[config.mk]
export PLATFORM = sky130hd
export DESIGN_NAME = mipsCore
export DESIGN_NICKNAME = d
export VERILOG_FILES = /design/src/design/mipsPkg.sv /design/src/design/mipsCore.sv /design/src/design/datapath.sv /design/src/design/controller.sv /design/src/design/hazardUnit.sv /design/src/design/regFile.sv /design/src/design/alu.sv
export SDC_FILE = /design/constraint.sdc
export NUM_CORES = 2
export LEC_CHECK = 0
export BUFFER_PORTS_ARGS = -buffer_cell sky130_fd_sc_hd__buf_2
export CAP_MARGIN = 20
export CORE_MARGIN = 2
export CORE_UTILIZATION = 54
export DETAILED_ROUTE_END_ITERATION = 7
export PLACE_DENSITY = 0.7
export SYNTH_ARGS = -nofsm -noshare
export SYNTH_HDL_FRONTEND = slang
export SYNTH_SLANG_ARGS = --single-unit
[constraint.sdc]
create_clock -name clk -period 7.3 [get_ports clk]
set_clock_uncertainty 0.2 [all_clocks]
set_input_delay 1.825 -clock clk [delete_from_list [all_inputs] [get_ports clk]]
set_output_delay 1.825 -clock clk [all_outputs]
set_load 0.005 [all_outputs]
[src/design/mipsPkg.sv]
`default_nettype none

package mipsPkg;

	// ====================
	// widths
	// ====================
	// data word and byte address
	typedef logic [31:0] word_t;
	// register index
	typedef logic [4:0] regAddr_t;
	// op and funct fields
	typedef logic [5:0] opcode_t;
	typedef logic [2:0] aluCtrl_t;
	// execute operand source
	typedef logic [1:0] fwdSel_t;

	// alu operations
	localparam aluCtrl_t aluAnd = 3'b000;
	localparam aluCtrl_t aluOr  = 3'b001;
	localparam aluCtrl_t aluAdd = 3'b010;
	localparam aluCtrl_t aluSub = 3'b110;
	localparam aluCtrl_t aluSlt = 3'b111;

	// operand sources for the execute muxes
	localparam fwdSel_t fwdReg = 2'b00;
	localparam fwdSel_t fwdWb  = 2'b01;
	localparam fwdSel_t fwdMem = 2'b10;

	// control word, one copy per stage
	typedef struct packed {
		logic     regWrite;
		logic     memToReg;
		logic     memWrite;
		logic     aluSrc;
		logic     regDst;
		aluCtrl_t aluCtrl;
	} ctrlSigs_t;

	// ====================
	// encodings
	// ====================
	localparam opcode_t opRType = 6'b000000;
	localparam opcode_t opLw    = 6'b100011;
	localparam opcode_t opSw    = 6'b101011;
	localparam opcode_t opBeq   = 6'b000100;
	localparam opcode_t opAddi  = 6'b001000;
	localparam opcode_t opJ     = 6'b000010;

	// funct field of r-type
	localparam opcode_t functAdd = 6'b100000;
	localparam opcode_t functSub = 6'b100010;
	localparam opcode_t functAnd = 6'b100100;
	localparam opcode_t functOr  = 6'b100101;
	localparam opcode_t functSlt = 6'b101010;

endpackage

`default_nettype wire
[src/design/mipsCore.sv]
`default_nettype none
`timescale 1ns/100ps

module mipsCore #(
	parameter mipsPkg::word_t resetPc = '0
) (
	input  logic           clk,
	input  logic           rstN,
	// fetch port
	input  mipsPkg::word_t instrF,
	output mipsPkg::word_t pcF,
	// data port
	output logic           memWriteM,
	output mipsPkg::word_t aluOutM,
	output mipsPkg::word_t writeDataM,
	input  mipsPkg::word_t readDataM
);
	import mipsPkg::*;

	opcode_t   opD;
	opcode_t   functD;
	logic      equalD;
	logic      pcSrcD;
	logic      jumpD;
	logic      branchD;
	logic      flushE;
	ctrlSigs_t ctrlE;
	ctrlSigs_t ctrlM;
	ctrlSigs_t ctrlW;

	// store strobe straight from the memory stage control word
	assign memWriteM = ctrlM.memWrite;

	controller uController (
		.clk     (clk),
		.rstN    (rstN),
		.opD     (opD),
		.functD  (functD),
		.equalD  (equalD),
		.flushE  (flushE),
		.pcSrcD  (pcSrcD),
		.jumpD   (jumpD),
		.branchD (branchD),
		.ctrlE   (ctrlE),
		.ctrlM   (ctrlM),
		.ctrlW   (ctrlW)
	);

	datapath #(
		.resetPc (resetPc)
	) uDatapath (
		.clk        (clk),
		.rstN       (rstN),
		.instrF     (instrF),
		.pcF        (pcF),
		.pcSrcD     (pcSrcD),
		.jumpD      (jumpD),
		.branchD    (branchD),
		.opD        (opD),
		.functD     (functD),
		.equalD     (equalD),
		.ctrlE      (ctrlE),
		.ctrlM      (ctrlM),
		.ctrlW      (ctrlW),
		.flushE     (flushE),
		.aluOutM    (aluOutM),
		.writeDataM (writeDataM),
		.readDataM  (readDataM)
	);

endmodule

`default_nettype wire

[src/design/datapath.sv]
`default_nettype none
`timescale 1ns/100ps

module datapath #(
	parameter mipsPkg::word_t resetPc = '0
) (
	input  logic               clk,
	input  logic               rstN,
	// fetch
	input  mipsPkg::word_t     instrF,
	output mipsPkg::word_t     pcF,
	// decode
	input  logic               pcSrcD,
	input  logic               jumpD,
	input  logic               branchD,
	output mipsPkg::opcode_t   opD,
	output mipsPkg::opcode_t   functD,
	output logic               equalD,
	// control of the later stages
	input  mipsPkg::ctrlSigs_t ctrlE,
	input  mipsPkg::ctrlSigs_t ctrlM,
	input  mipsPkg::ctrlSigs_t ctrlW,
	output logic               flushE,
	// data port
	output mipsPkg::word_t     aluOutM,
	output mipsPkg::word_t     writeDataM,
	input  mipsPkg::word_t     readDataM
);
	import mipsPkg::*;

	// pipeline register groups
	typedef struct packed {
		word_t instr;
		word_t pcPlus4;
	} fetchDecode_t;
	typedef struct packed {
		regAddr_t rs;
		regAddr_t rt;
		regAddr_t rd;
		word_t    srcA;
		word_t    srcB;
		word_t    signImm;
	} decodeExec_t;
	typedef struct packed {
		word_t    aluOut;
		word_t    writeData;
		regAddr_t writeReg;
	} execMem_t;
	typedef struct packed {
		word_t    aluOut;
		word_t    readData;
		regAddr_t writeReg;
	} memWb_t;

	fetchDecode_t fdQ;
	decodeExec_t  deQ;
	execMem_t     emQ;
	memWb_t       mwQ;

	logic     stallF;
	logic     stallD;
	logic     forwardAD;
	logic     forwardBD;
	fwdSel_t  forwardAE;
	fwdSel_t  forwardBE;
	word_t    pcPlus4F;
	word_t    pcNextF;
	word_t    signImmD;
	word_t    pcBranchD;
	word_t    rfDataA;
	word_t    rfDataB;
	word_t    fwdValM;
	word_t    cmpA;
	word_t    cmpB;
	word_t    srcAE;
	word_t    srcBE;
	word_t    aluBE;
	word_t    aluOutE;
	word_t    resultW;
	regAddr_t rsD;
	regAddr_t rtD;
	regAddr_t rdD;
	regAddr_t writeRegE;
	regAddr_t writeRegM;
	regAddr_t writeRegW;

	// ====================
	// fetch
	// ====================
	assign pcPlus4F = pcF + 32'd4;
	// jump over branch, otherwise sequential
	assign pcNextF = jumpD ? {fdQ.pcPlus4[31:28], fdQ.instr[25:0], 2'b00} :
		(pcSrcD ? pcBranchD : pcPlus4F);

	always_ff @(posedge clk or negedge rstN) begin
		if (!rstN)
			pcF <= resetPc;
		else if (!stallF)
			pcF <= pcNextF;
	end

	// delay slot, never flushed
	always_ff @(posedge clk or negedge rstN) begin
		if (!rstN)
			fdQ <= '0;
		else if (!stallD)
			fdQ <= '{instr: instrF, pcPlus4: pcPlus4F};
	end

	// ====================
	// decode
	// ====================
	assign opD = fdQ.instr[31:26];
	assign functD = fdQ.instr[5:0];
	assign rsD = fdQ.instr[25:21];
	assign rtD = fdQ.instr[20:16];
	assign rdD = fdQ.instr[15:11];
	assign signImmD = {{16{fdQ.instr[15]}}, fdQ.instr[15:0]};
	// target relative to the delay slot
	assign pcBranchD = fdQ.pcPlus4 + {signImmD[29:0], 2'b00};

	regFile uRegFile (
		.clk         (clk),
		.rstN        (rstN),
		.writeEnable (ctrlW.regWrite),
		.readAddrA   (rsD),
		.readAddrB   (rtD),
		.writeAddr   (writeRegW),
		.writeData   (resultW),
		.readDataA   (rfDataA),
		.readDataB   (rfDataB)
	);

	// memory stage result, load data is ready combinationally
	assign fwdValM = ctrlM.memToReg ? readDataM : aluOutM;
	assign cmpA = forwardAD ? fwdValM : rfDataA;
	assign cmpB = forwardBD ? fwdValM : rfDataB;
	assign equalD = (cmpA == cmpB);

	always_ff @(posedge clk or negedge rstN) begin
		if (!rstN)
			deQ <= '0;
		else if (flushE)
			deQ <= '0;
		else
			deQ <= '{rs: rsD, rt: rtD, rd: rdD, srcA: rfDataA, srcB: rfDataB,
				signImm: signImmD};
	end

	// ====================
	// execute
	// ====================
	assign srcAE = (forwardAE == fwdMem) ? aluOutM :
		(forwardAE == fwdWb) ? resultW : deQ.srcA;
	assign srcBE = (forwardBE == fwdMem) ? aluOutM :
		(forwardBE == fwdWb) ? resultW : deQ.srcB;
	assign aluBE = ctrlE.aluSrc ? deQ.signImm : srcBE;
	// rd for r-type, rt for loads and addi
	assign writeRegE = ctrlE.regDst ? deQ.rd : deQ.rt;

	alu uAlu (
		.a       (srcAE),
		.b       (aluBE),
		.aluCtrl (ctrlE.aluCtrl),
		.y       (aluOutE)
	);

	// ====================
	// memory and writeback
	// ====================
	always_ff @(posedge clk or negedge rstN) begin
		if (!rstN) begin
			emQ <= '0;
			mwQ <= '0;
		end else begin
			emQ <= '{aluOut: aluOutE, writeData: srcBE, writeReg: writeRegE};
			mwQ <= '{aluOut: emQ.aluOut, readData: readDataM, writeReg: emQ.writeReg};
		end
	end

	assign aluOutM = emQ.aluOut;
	assign writeDataM = emQ.writeData;
	assign writeRegM = emQ.writeReg;
	assign writeRegW = mwQ.writeReg;
	assign resultW = ctrlW.memToReg ? mwQ.readData : mwQ.aluOut;

	hazardUnit uHazard (
		.rsD       (rsD),
		.rtD       (rtD),
		.rsE       (deQ.rs),
		.rtE       (deQ.rt),
		.writeRegE (writeRegE),
		.writeRegM (writeRegM),
		.writeRegW (writeRegW),
		.regWriteE (ctrlE.regWrite),
		.regWriteM (ctrlM.regWrite),
		.regWriteW (ctrlW.regWrite),
		.memToRegE (ctrlE.memToReg),
		.memToRegM (ctrlM.memToReg),
		.branchD   (branchD),
		.forwardAD (forwardAD),
		.forwardBD (forwardBD),
		.forwardAE (forwardAE),
		.forwardBE (forwardBE),
		.stallF    (stallF),
		.stallD    (stallD),
		.flushE    (flushE)
	);

endmodule

`default_nettype wire

[src/design/controller.sv]
`default_nettype none
`timescale 1ns/100ps

module controller (
	input  logic                clk,
	input  logic                rstN,
	input  mipsPkg::opcode_t    opD,
	input  mipsPkg::opcode_t    functD,
	input  logic                equalD,
	input  logic                flushE,
	output logic                pcSrcD,
	output logic                jumpD,
	output logic                branchD,
	output mipsPkg::ctrlSigs_t  ctrlE,
	output mipsPkg::ctrlSigs_t  ctrlM,
	output mipsPkg::ctrlSigs_t  ctrlW
);
	import mipsPkg::*;

	// alu op from main decoder to alu decoder
	localparam logic [1:0] aluOpAdd   = 2'b00;
	localparam logic [1:0] aluOpSub   = 2'b01;
	localparam logic [1:0] aluOpFunct = 2'b10;

	logic       regWriteD;
	logic       memToRegD;
	logic       memWriteD;
	logic       aluSrcD;
	logic       regDstD;
	logic [1:0] aluOpD;
	logic       functOkD;
	aluCtrl_t   aluCtrlD;
	ctrlSigs_t  ctrlD;

	// ====================
	// main decoder
	// ====================
	always_comb begin
		{regWriteD, memToRegD, memWriteD, aluSrcD, regDstD} = '0;
		{branchD, jumpD} = '0;
		aluOpD = aluOpAdd;
		case (opD)
			opRType: begin
				regWriteD = 1'b1;
				regDstD = 1'b1;
				aluOpD = aluOpFunct;
			end
			opLw: begin
				regWriteD = 1'b1;
				memToRegD = 1'b1;
				aluSrcD = 1'b1;
			end
			opSw: begin
				memWriteD = 1'b1;
				aluSrcD = 1'b1;
			end
			opBeq: begin
				branchD = 1'b1;
				aluOpD = aluOpSub;
			end
			opAddi: begin
				regWriteD = 1'b1;
				aluSrcD = 1'b1;
			end
			opJ:
				jumpD = 1'b1;
			default: ;
		endcase
	end

	// ====================
	// alu decoder
	// ====================
	always_comb begin
		functOkD = 1'b1;
		case (aluOpD)
			aluOpAdd:
				aluCtrlD = aluAdd;
			aluOpSub:
				aluCtrlD = aluSub;
			default: begin
				case (functD)
					functAdd: aluCtrlD = aluAdd;
					functSub: aluCtrlD = aluSub;
					functAnd: aluCtrlD = aluAnd;
					functOr:  aluCtrlD = aluOr;
					functSlt: aluCtrlD = aluSlt;
					default: begin
						// sll zero and the rest of r-type, a no-op
						aluCtrlD = aluAdd;
						functOkD = 1'b0;
					end
				endcase
			end
		endcase
	end

	// unknown funct never writes the register file
	assign ctrlD = '{
		regWrite: regWriteD & functOkD,
		memToReg: memToRegD,
		memWrite: memWriteD,
		aluSrc:   aluSrcD,
		regDst:   regDstD,
		aluCtrl:  aluCtrlD
	};

	// branch decided in decode
	assign pcSrcD = branchD & equalD;

	// stage registers, execute takes a bubble on flush
	always_ff @(posedge clk or negedge rstN) begin
		if (!rstN) begin
			ctrlE <= '0;
			ctrlM <= '0;
			ctrlW <= '0;
		end else begin
			ctrlE <= flushE ? '0 : ctrlD;
			ctrlM <= ctrlE;
			ctrlW <= ctrlM;
		end
	end

endmodule

`default_nettype wire

[src/design/hazardUnit.sv]
`default_nettype none
`timescale 1ns/100ps

module hazardUnit (
	input  mipsPkg::regAddr_t rsD,
	input  mipsPkg::regAddr_t rtD,
	input  mipsPkg::regAddr_t rsE,
	input  mipsPkg::regAddr_t rtE,
	input  mipsPkg::regAddr_t writeRegE,
	input  mipsPkg::regAddr_t writeRegM,
	input  mipsPkg::regAddr_t writeRegW,
	input  logic              regWriteE,
	input  logic              regWriteM,
	input  logic              regWriteW,
	input  logic              memToRegE,
	input  logic              memToRegM,
	input  logic              branchD,
	output logic              forwardAD,
	output logic              forwardBD,
	output mipsPkg::fwdSel_t  forwardAE,
	output mipsPkg::fwdSel_t  forwardBE,
	output logic              stallF,
	output logic              stallD,
	output logic              flushE
);
	import mipsPkg::*;

	logic lwStall;
	logic branchStall;

	// memory stage wins over writeback, $0 never forwarded
	// a load in memory has no alu result to give
	function automatic fwdSel_t execFwd(regAddr_t src);
		if (src != '0 && src == writeRegM && regWriteM && !memToRegM)
			return fwdMem;
		else if (src != '0 && src == writeRegW && regWriteW)
			return fwdWb;
		else
			return fwdReg;
	endfunction

	// ====================
	// forwarding
	// ====================
	always_comb begin
		forwardAE = execFwd(rsE);
		forwardBE = execFwd(rtE);
	end

	// decode comparator takes the memory stage result
	assign forwardAD = (rsD != '0) && (rsD == writeRegM) && regWriteM;
	assign forwardBD = (rtD != '0) && (rtD == writeRegM) && regWriteM;

	// ====================
	// stalls
	// ====================
	// load in execute feeding the next instruction
	assign lwStall = memToRegE && ((rtE == rsD) || (rtE == rtD));

	// beq operand still being computed in execute
	assign branchStall = branchD && regWriteE && (writeRegE != '0) &&
		((writeRegE == rsD) || (writeRegE == rtD));

	assign stallD = lwStall | branchStall;
	assign stallF = stallD;
	// bubble into execute while decode holds
	assign flushE = stallD;

endmodule

`default_nettype wire

[src/design/regFile.sv]
`default_nettype none
`timescale 1ns/100ps

module regFile (
	input  logic              clk,
	input  logic              rstN,
	input  logic              writeEnable,
	input  mipsPkg::regAddr_t readAddrA,
	input  mipsPkg::regAddr_t readAddrB,
	input  mipsPkg::regAddr_t writeAddr,
	input  mipsPkg::word_t    writeData,
	output mipsPkg::word_t    readDataA,
	output mipsPkg::word_t    readDataB
);
	import mipsPkg::*;

	word_t regs [32];

	// falling edge write, decode reads the new value in the same cycle
	always_ff @(negedge clk or negedge rstN) begin
		if (!rstN) begin
			for (int i = 0; i < 32; i++)
				regs[i] <= '0;
		end else if (writeEnable && writeAddr != '0) begin
			regs[writeAddr] <= writeData;
		end
	end

	// $0 hardwired to zero
	assign readDataA = (readAddrA == '0) ? '0 : regs[readAddrA];
	assign readDataB = (readAddrB == '0) ? '0 : regs[readAddrB];

endmodule

`default_nettype wire

[src/design/alu.sv]
`default_nettype none
`timescale 1ns/100ps

module alu (
	input  mipsPkg::word_t    a,
	input  mipsPkg::word_t    b,
	input  mipsPkg::aluCtrl_t aluCtrl,
	output mipsPkg::word_t    y
);
	import mipsPkg::*;

	always_comb begin
		case (aluCtrl)
			aluAnd: y = a & b;
			aluOr:  y = a | b;
			aluAdd: y = a + b;
			aluSub: y = a - b;
			// signed compare
			aluSlt: y = {31'b0, $signed(a) < $signed(b)};
			default: y = '0;
		endcase
	end

endmodule

`default_nettype wire

==> results.cfg <==
[floorplanning]
fp-row-count = 135
die_w_um = 372.8
initial_core_util = 0.5428
die_area_um2 = 139000
core_area_um2 = 135300
fp.dieH_um = 372.8
ios = 163

[sta]
rsz0062_at_grt = true
worst_pin_slew_ns = 1.197
final-hold-violation-count = 0
setup_viol_count_final = 32
report.final.slew_viol_count = 0
relSlewSlack = 0.2013
timing.final.ws_setup_ns = -0.4233
finalHoldWorstSlack_ns = 0.1419
setup-tns-final_ns = -10.96

[logic_synthesis]
synth_edf_count = 0
postSynthAreaPerCell_um2 = 10.60
synth_nets = 7121
synthCells = 6925
syn_area_um2 = 73440
ys_seq_area_frac = 0.4638
synth_top_cell_by_area = dfrtn_1
synth-warning-count = 0
synth_area_leaders = dfrtn_1 (35%), mux4_2 (16%), dfrtp_1 (11%)
synth_top_area_share = 0.3489
async_flop_share = 1.000
synthFlopType = dfrtn_1
synth_cell_type_count = 91
synth_seq_cells = 1361

[placed_design]
portBuffers = 162
dp_hpwl_um = 167600
place_area_um2 = 79850
dp.cells = 8905
routabilityCongestion = 0.9989
place_ws_ns = -0.7781

[finish]
area.growth.synth_to_final_pct = 16.16
fin_area_um2 = 85300
drive_gt1_frac = 0.2508
final_common_cell = dfrtn_1
final_cell_mix = dfrtn_1 (1024), nand2_1 (837), nor2_1 (739), o21ai_0 (681), a21oi_1 (621)
fin_cells = 9191
nNetsFinal = 7478
final.fill_count = 10440
fin_util = 0.6305

[clocking]
postCtsHoldBufs = 0
clk_pin_slew_worst_paths_ns = 0.06
insertion_delay_ns = 0.81
cts_max_level = 4
numCtsBuffers = 143
cts.sinks = 1361
cts_tree = done
cts_max_path_buffers = 3
cts-root-buf = clkbuf_16

[grt]
grt_use_met1 = 0.4735
grt_pass1_vias = 60450
grt_max_degree = 145
track_usage = 0.3750
grt_pass1_wl_um = 388200
busiest_layer = met2
antenna_found_initial = 10
globalRouteOverflowTotal = 0
use_met2 = 0.5607
gr-usage-met3 = 0.1150

[status]
violations = negative setup slack
outcome = finished with violations

[setup_path]
worst_r2r_endpoint = uDatapath.pcF[26]
reg2reg_from = uDatapath.uRegFile.regs[5]
ff2ff_setup_slack_ns = -0.42
worstPathArrival_ns = 8.14
crit_fanout = 8
worst_setup_path_start_kind = register
cp.required_ns = 7.72
crit_type = reg2reg
r2r_cells = 15
worstSetupEndpointType = register

[min_path]
hold_path_class = reg2reg
min_to = uDatapath.uRegFile.regs[1021]
hp-start = uDatapath.uRegFile.regs[1021]
holdPathStages = 0

[detailed_routing]
drt-total-wl_um = 261400
vias = 60600
ant_nets = 0
firstDrtPassIters = 7
routed_via_density = 6.594
drt_iter0_drc = 7955
drc_errors = 0
routed_wire_length_per_instance_um = 28.44

[pwr]
cellLeakagePower_nw = 37.68
internal_power_mw = 13.89
p_sw_mw = 5.670
swShare = 0.2898
power_density_nw_per_um2 = 229.3
p_comb_frac = 0.170
pwr-share-clk = 0.396
finalPower_mw = 19.56
peakVddDrop_v = 0.0002657
seqPwrFrac = 0.434

[flow_run]
cap_violations = 0
[cell type report]
class                   count  area [um2]  share of cell area
clock buffers             209        4254             0.04987
repair buffers            845        6731             0.07891
flip-flops and latches   1361       34090              0.3996
inverters                 144       545.5            0.006395
diodes                      9       22.52           0.0002640
clock inverters            55       688.2            0.008067
well taps                1781        2228             0.02612
multi-input cells        4787       36750              0.4308
[kinds of logic after synthesis]
kind of cell,after synthesis,synth area share
compound gates,1746,0.1362
mux,796,0.2004
fa+ha+maj,130,0.02246
xor+xnor,179,0.02135
flops,1361,0.4638
buf+inv,777,0.04583
simple gates,1936,0.1099
[cells in the mapped netlist, types with 10 or more instances]
master    count
nor2_1      761
mux2i_1     187
or3_1        12
clkbuf_1    452
xor2_1       80
o21ai_0     681
nand2_1     852
a32oi_1      11
a21oi_1     621
o21a_1       44
o21bai_1     18
mux2_2       77
buf_6        20
and3_1       24
a211oi_1     16
o22ai_1      59
buf_1        36
nand4_1      27
nor4_1       23
nor3_1       36
a22o_1       13
nand3_1      81
mux4_2      532
nand2b_1     19
a21o_1       32
xnor2_1      99
or2_2        10
buf_2        72
buf_4        52
dfrtn_1    1024
ha_1        127
o221ai_1     22
inv_1       138
nor2b_1      28
dfrtp_1     337
nand3b_1     11
a22oi_1      79
a31oi_1      25
o211ai_1     21
[worst max-delay path by stage]
stage / from / to / slack [ns] / cells past startpoint
2_1_floorplan: uDatapath.uRegFile.regs[12] / uDatapath.pcF[10] / 0.04 / 13
3_3_place_gp: uDatapath.uRegFile.regs[396] / uDatapath.pcF[10] / -0.70 / 16
3_5_place_dp: uDatapath.uRegFile.regs[5] / uDatapath.pcF[10] / -0.78 / 14
4_1_cts: uDatapath.uRegFile.regs[263] / uDatapath.pcF[26] / -0.34 / 14
5_1_grt: uDatapath.uRegFile.regs[5] / uDatapath.pcF[26] / -0.52 / 15
6_report: uDatapath.uRegFile.regs[5] / uDatapath.pcF[26] / -0.42 / 15
[flip-flops by register name (all words and copies together), names as in the netlist]
| signal | flops |
|---|---|
| uDatapath.writeDataM | 32 |
| uController.ctrlW | 2 |
| uDatapath.deQ | 90 |
| uDatapath.uRegFile.regs | 1024 |
| uDatapath.mwQ | 64 |
| uDatapath.opD | 6 |
| uDatapath.pcF | 32 |
| uDatapath.writeRegM | 5 |
| uController.ctrlE | 8 |
| uDatapath.aluOutM | 32 |
| uDatapath.functD | 6 |
| uDatapath.fdQ | 52 |
| uDatapath.writeRegW | 5 |
| uController.ctrlM | 3 |
[power by group through the flow]
stage                     Sequential, mW  Combinational, mW  Clock [mW]
after floorplan                     8.42               1.96           0
after global placement              8.56               3.12           0
after detailed placement            8.59               3.17           0
after CTS                           8.47               3.23        7.78
after global routing                8.53               3.56        8.11
final                               8.49               3.32        7.75
[per-layer routing]
layer	wire [um]	up-vias	share of wire
li1	-	25500	-
met1	93790	30120	0.36
met2	117100	4004	0.45
met3	31140	971	0.12
met4	19160	2	0.073
met5	174	-	0.00067
[worst max-delay path, cell delays in order (launching register included)]
cell      delay, ns
dfrtn_1        0.35
buf_4          0.14
mux4_2         0.47
mux4_2         0.53
a22oi_2        0.24
xnor2_1        0.18
nor4b_4        0.34
buf_4          0.17
nand4_1        0.14
nor4_4         0.22
a31oi_4        0.19
nor2_8         0.19
buf_12         0.15
buf_12         0.12
mux2i_1        0.18
o221ai_1       0.14
[what timing repair did]
action                     CTS  global route
setup buffers                7             6
gates resized for setup     33            39
setup endpoints to repair   32            32
gates cloned                 1             1
pin swaps                   11             7
(Power assumes the default switching activity.)
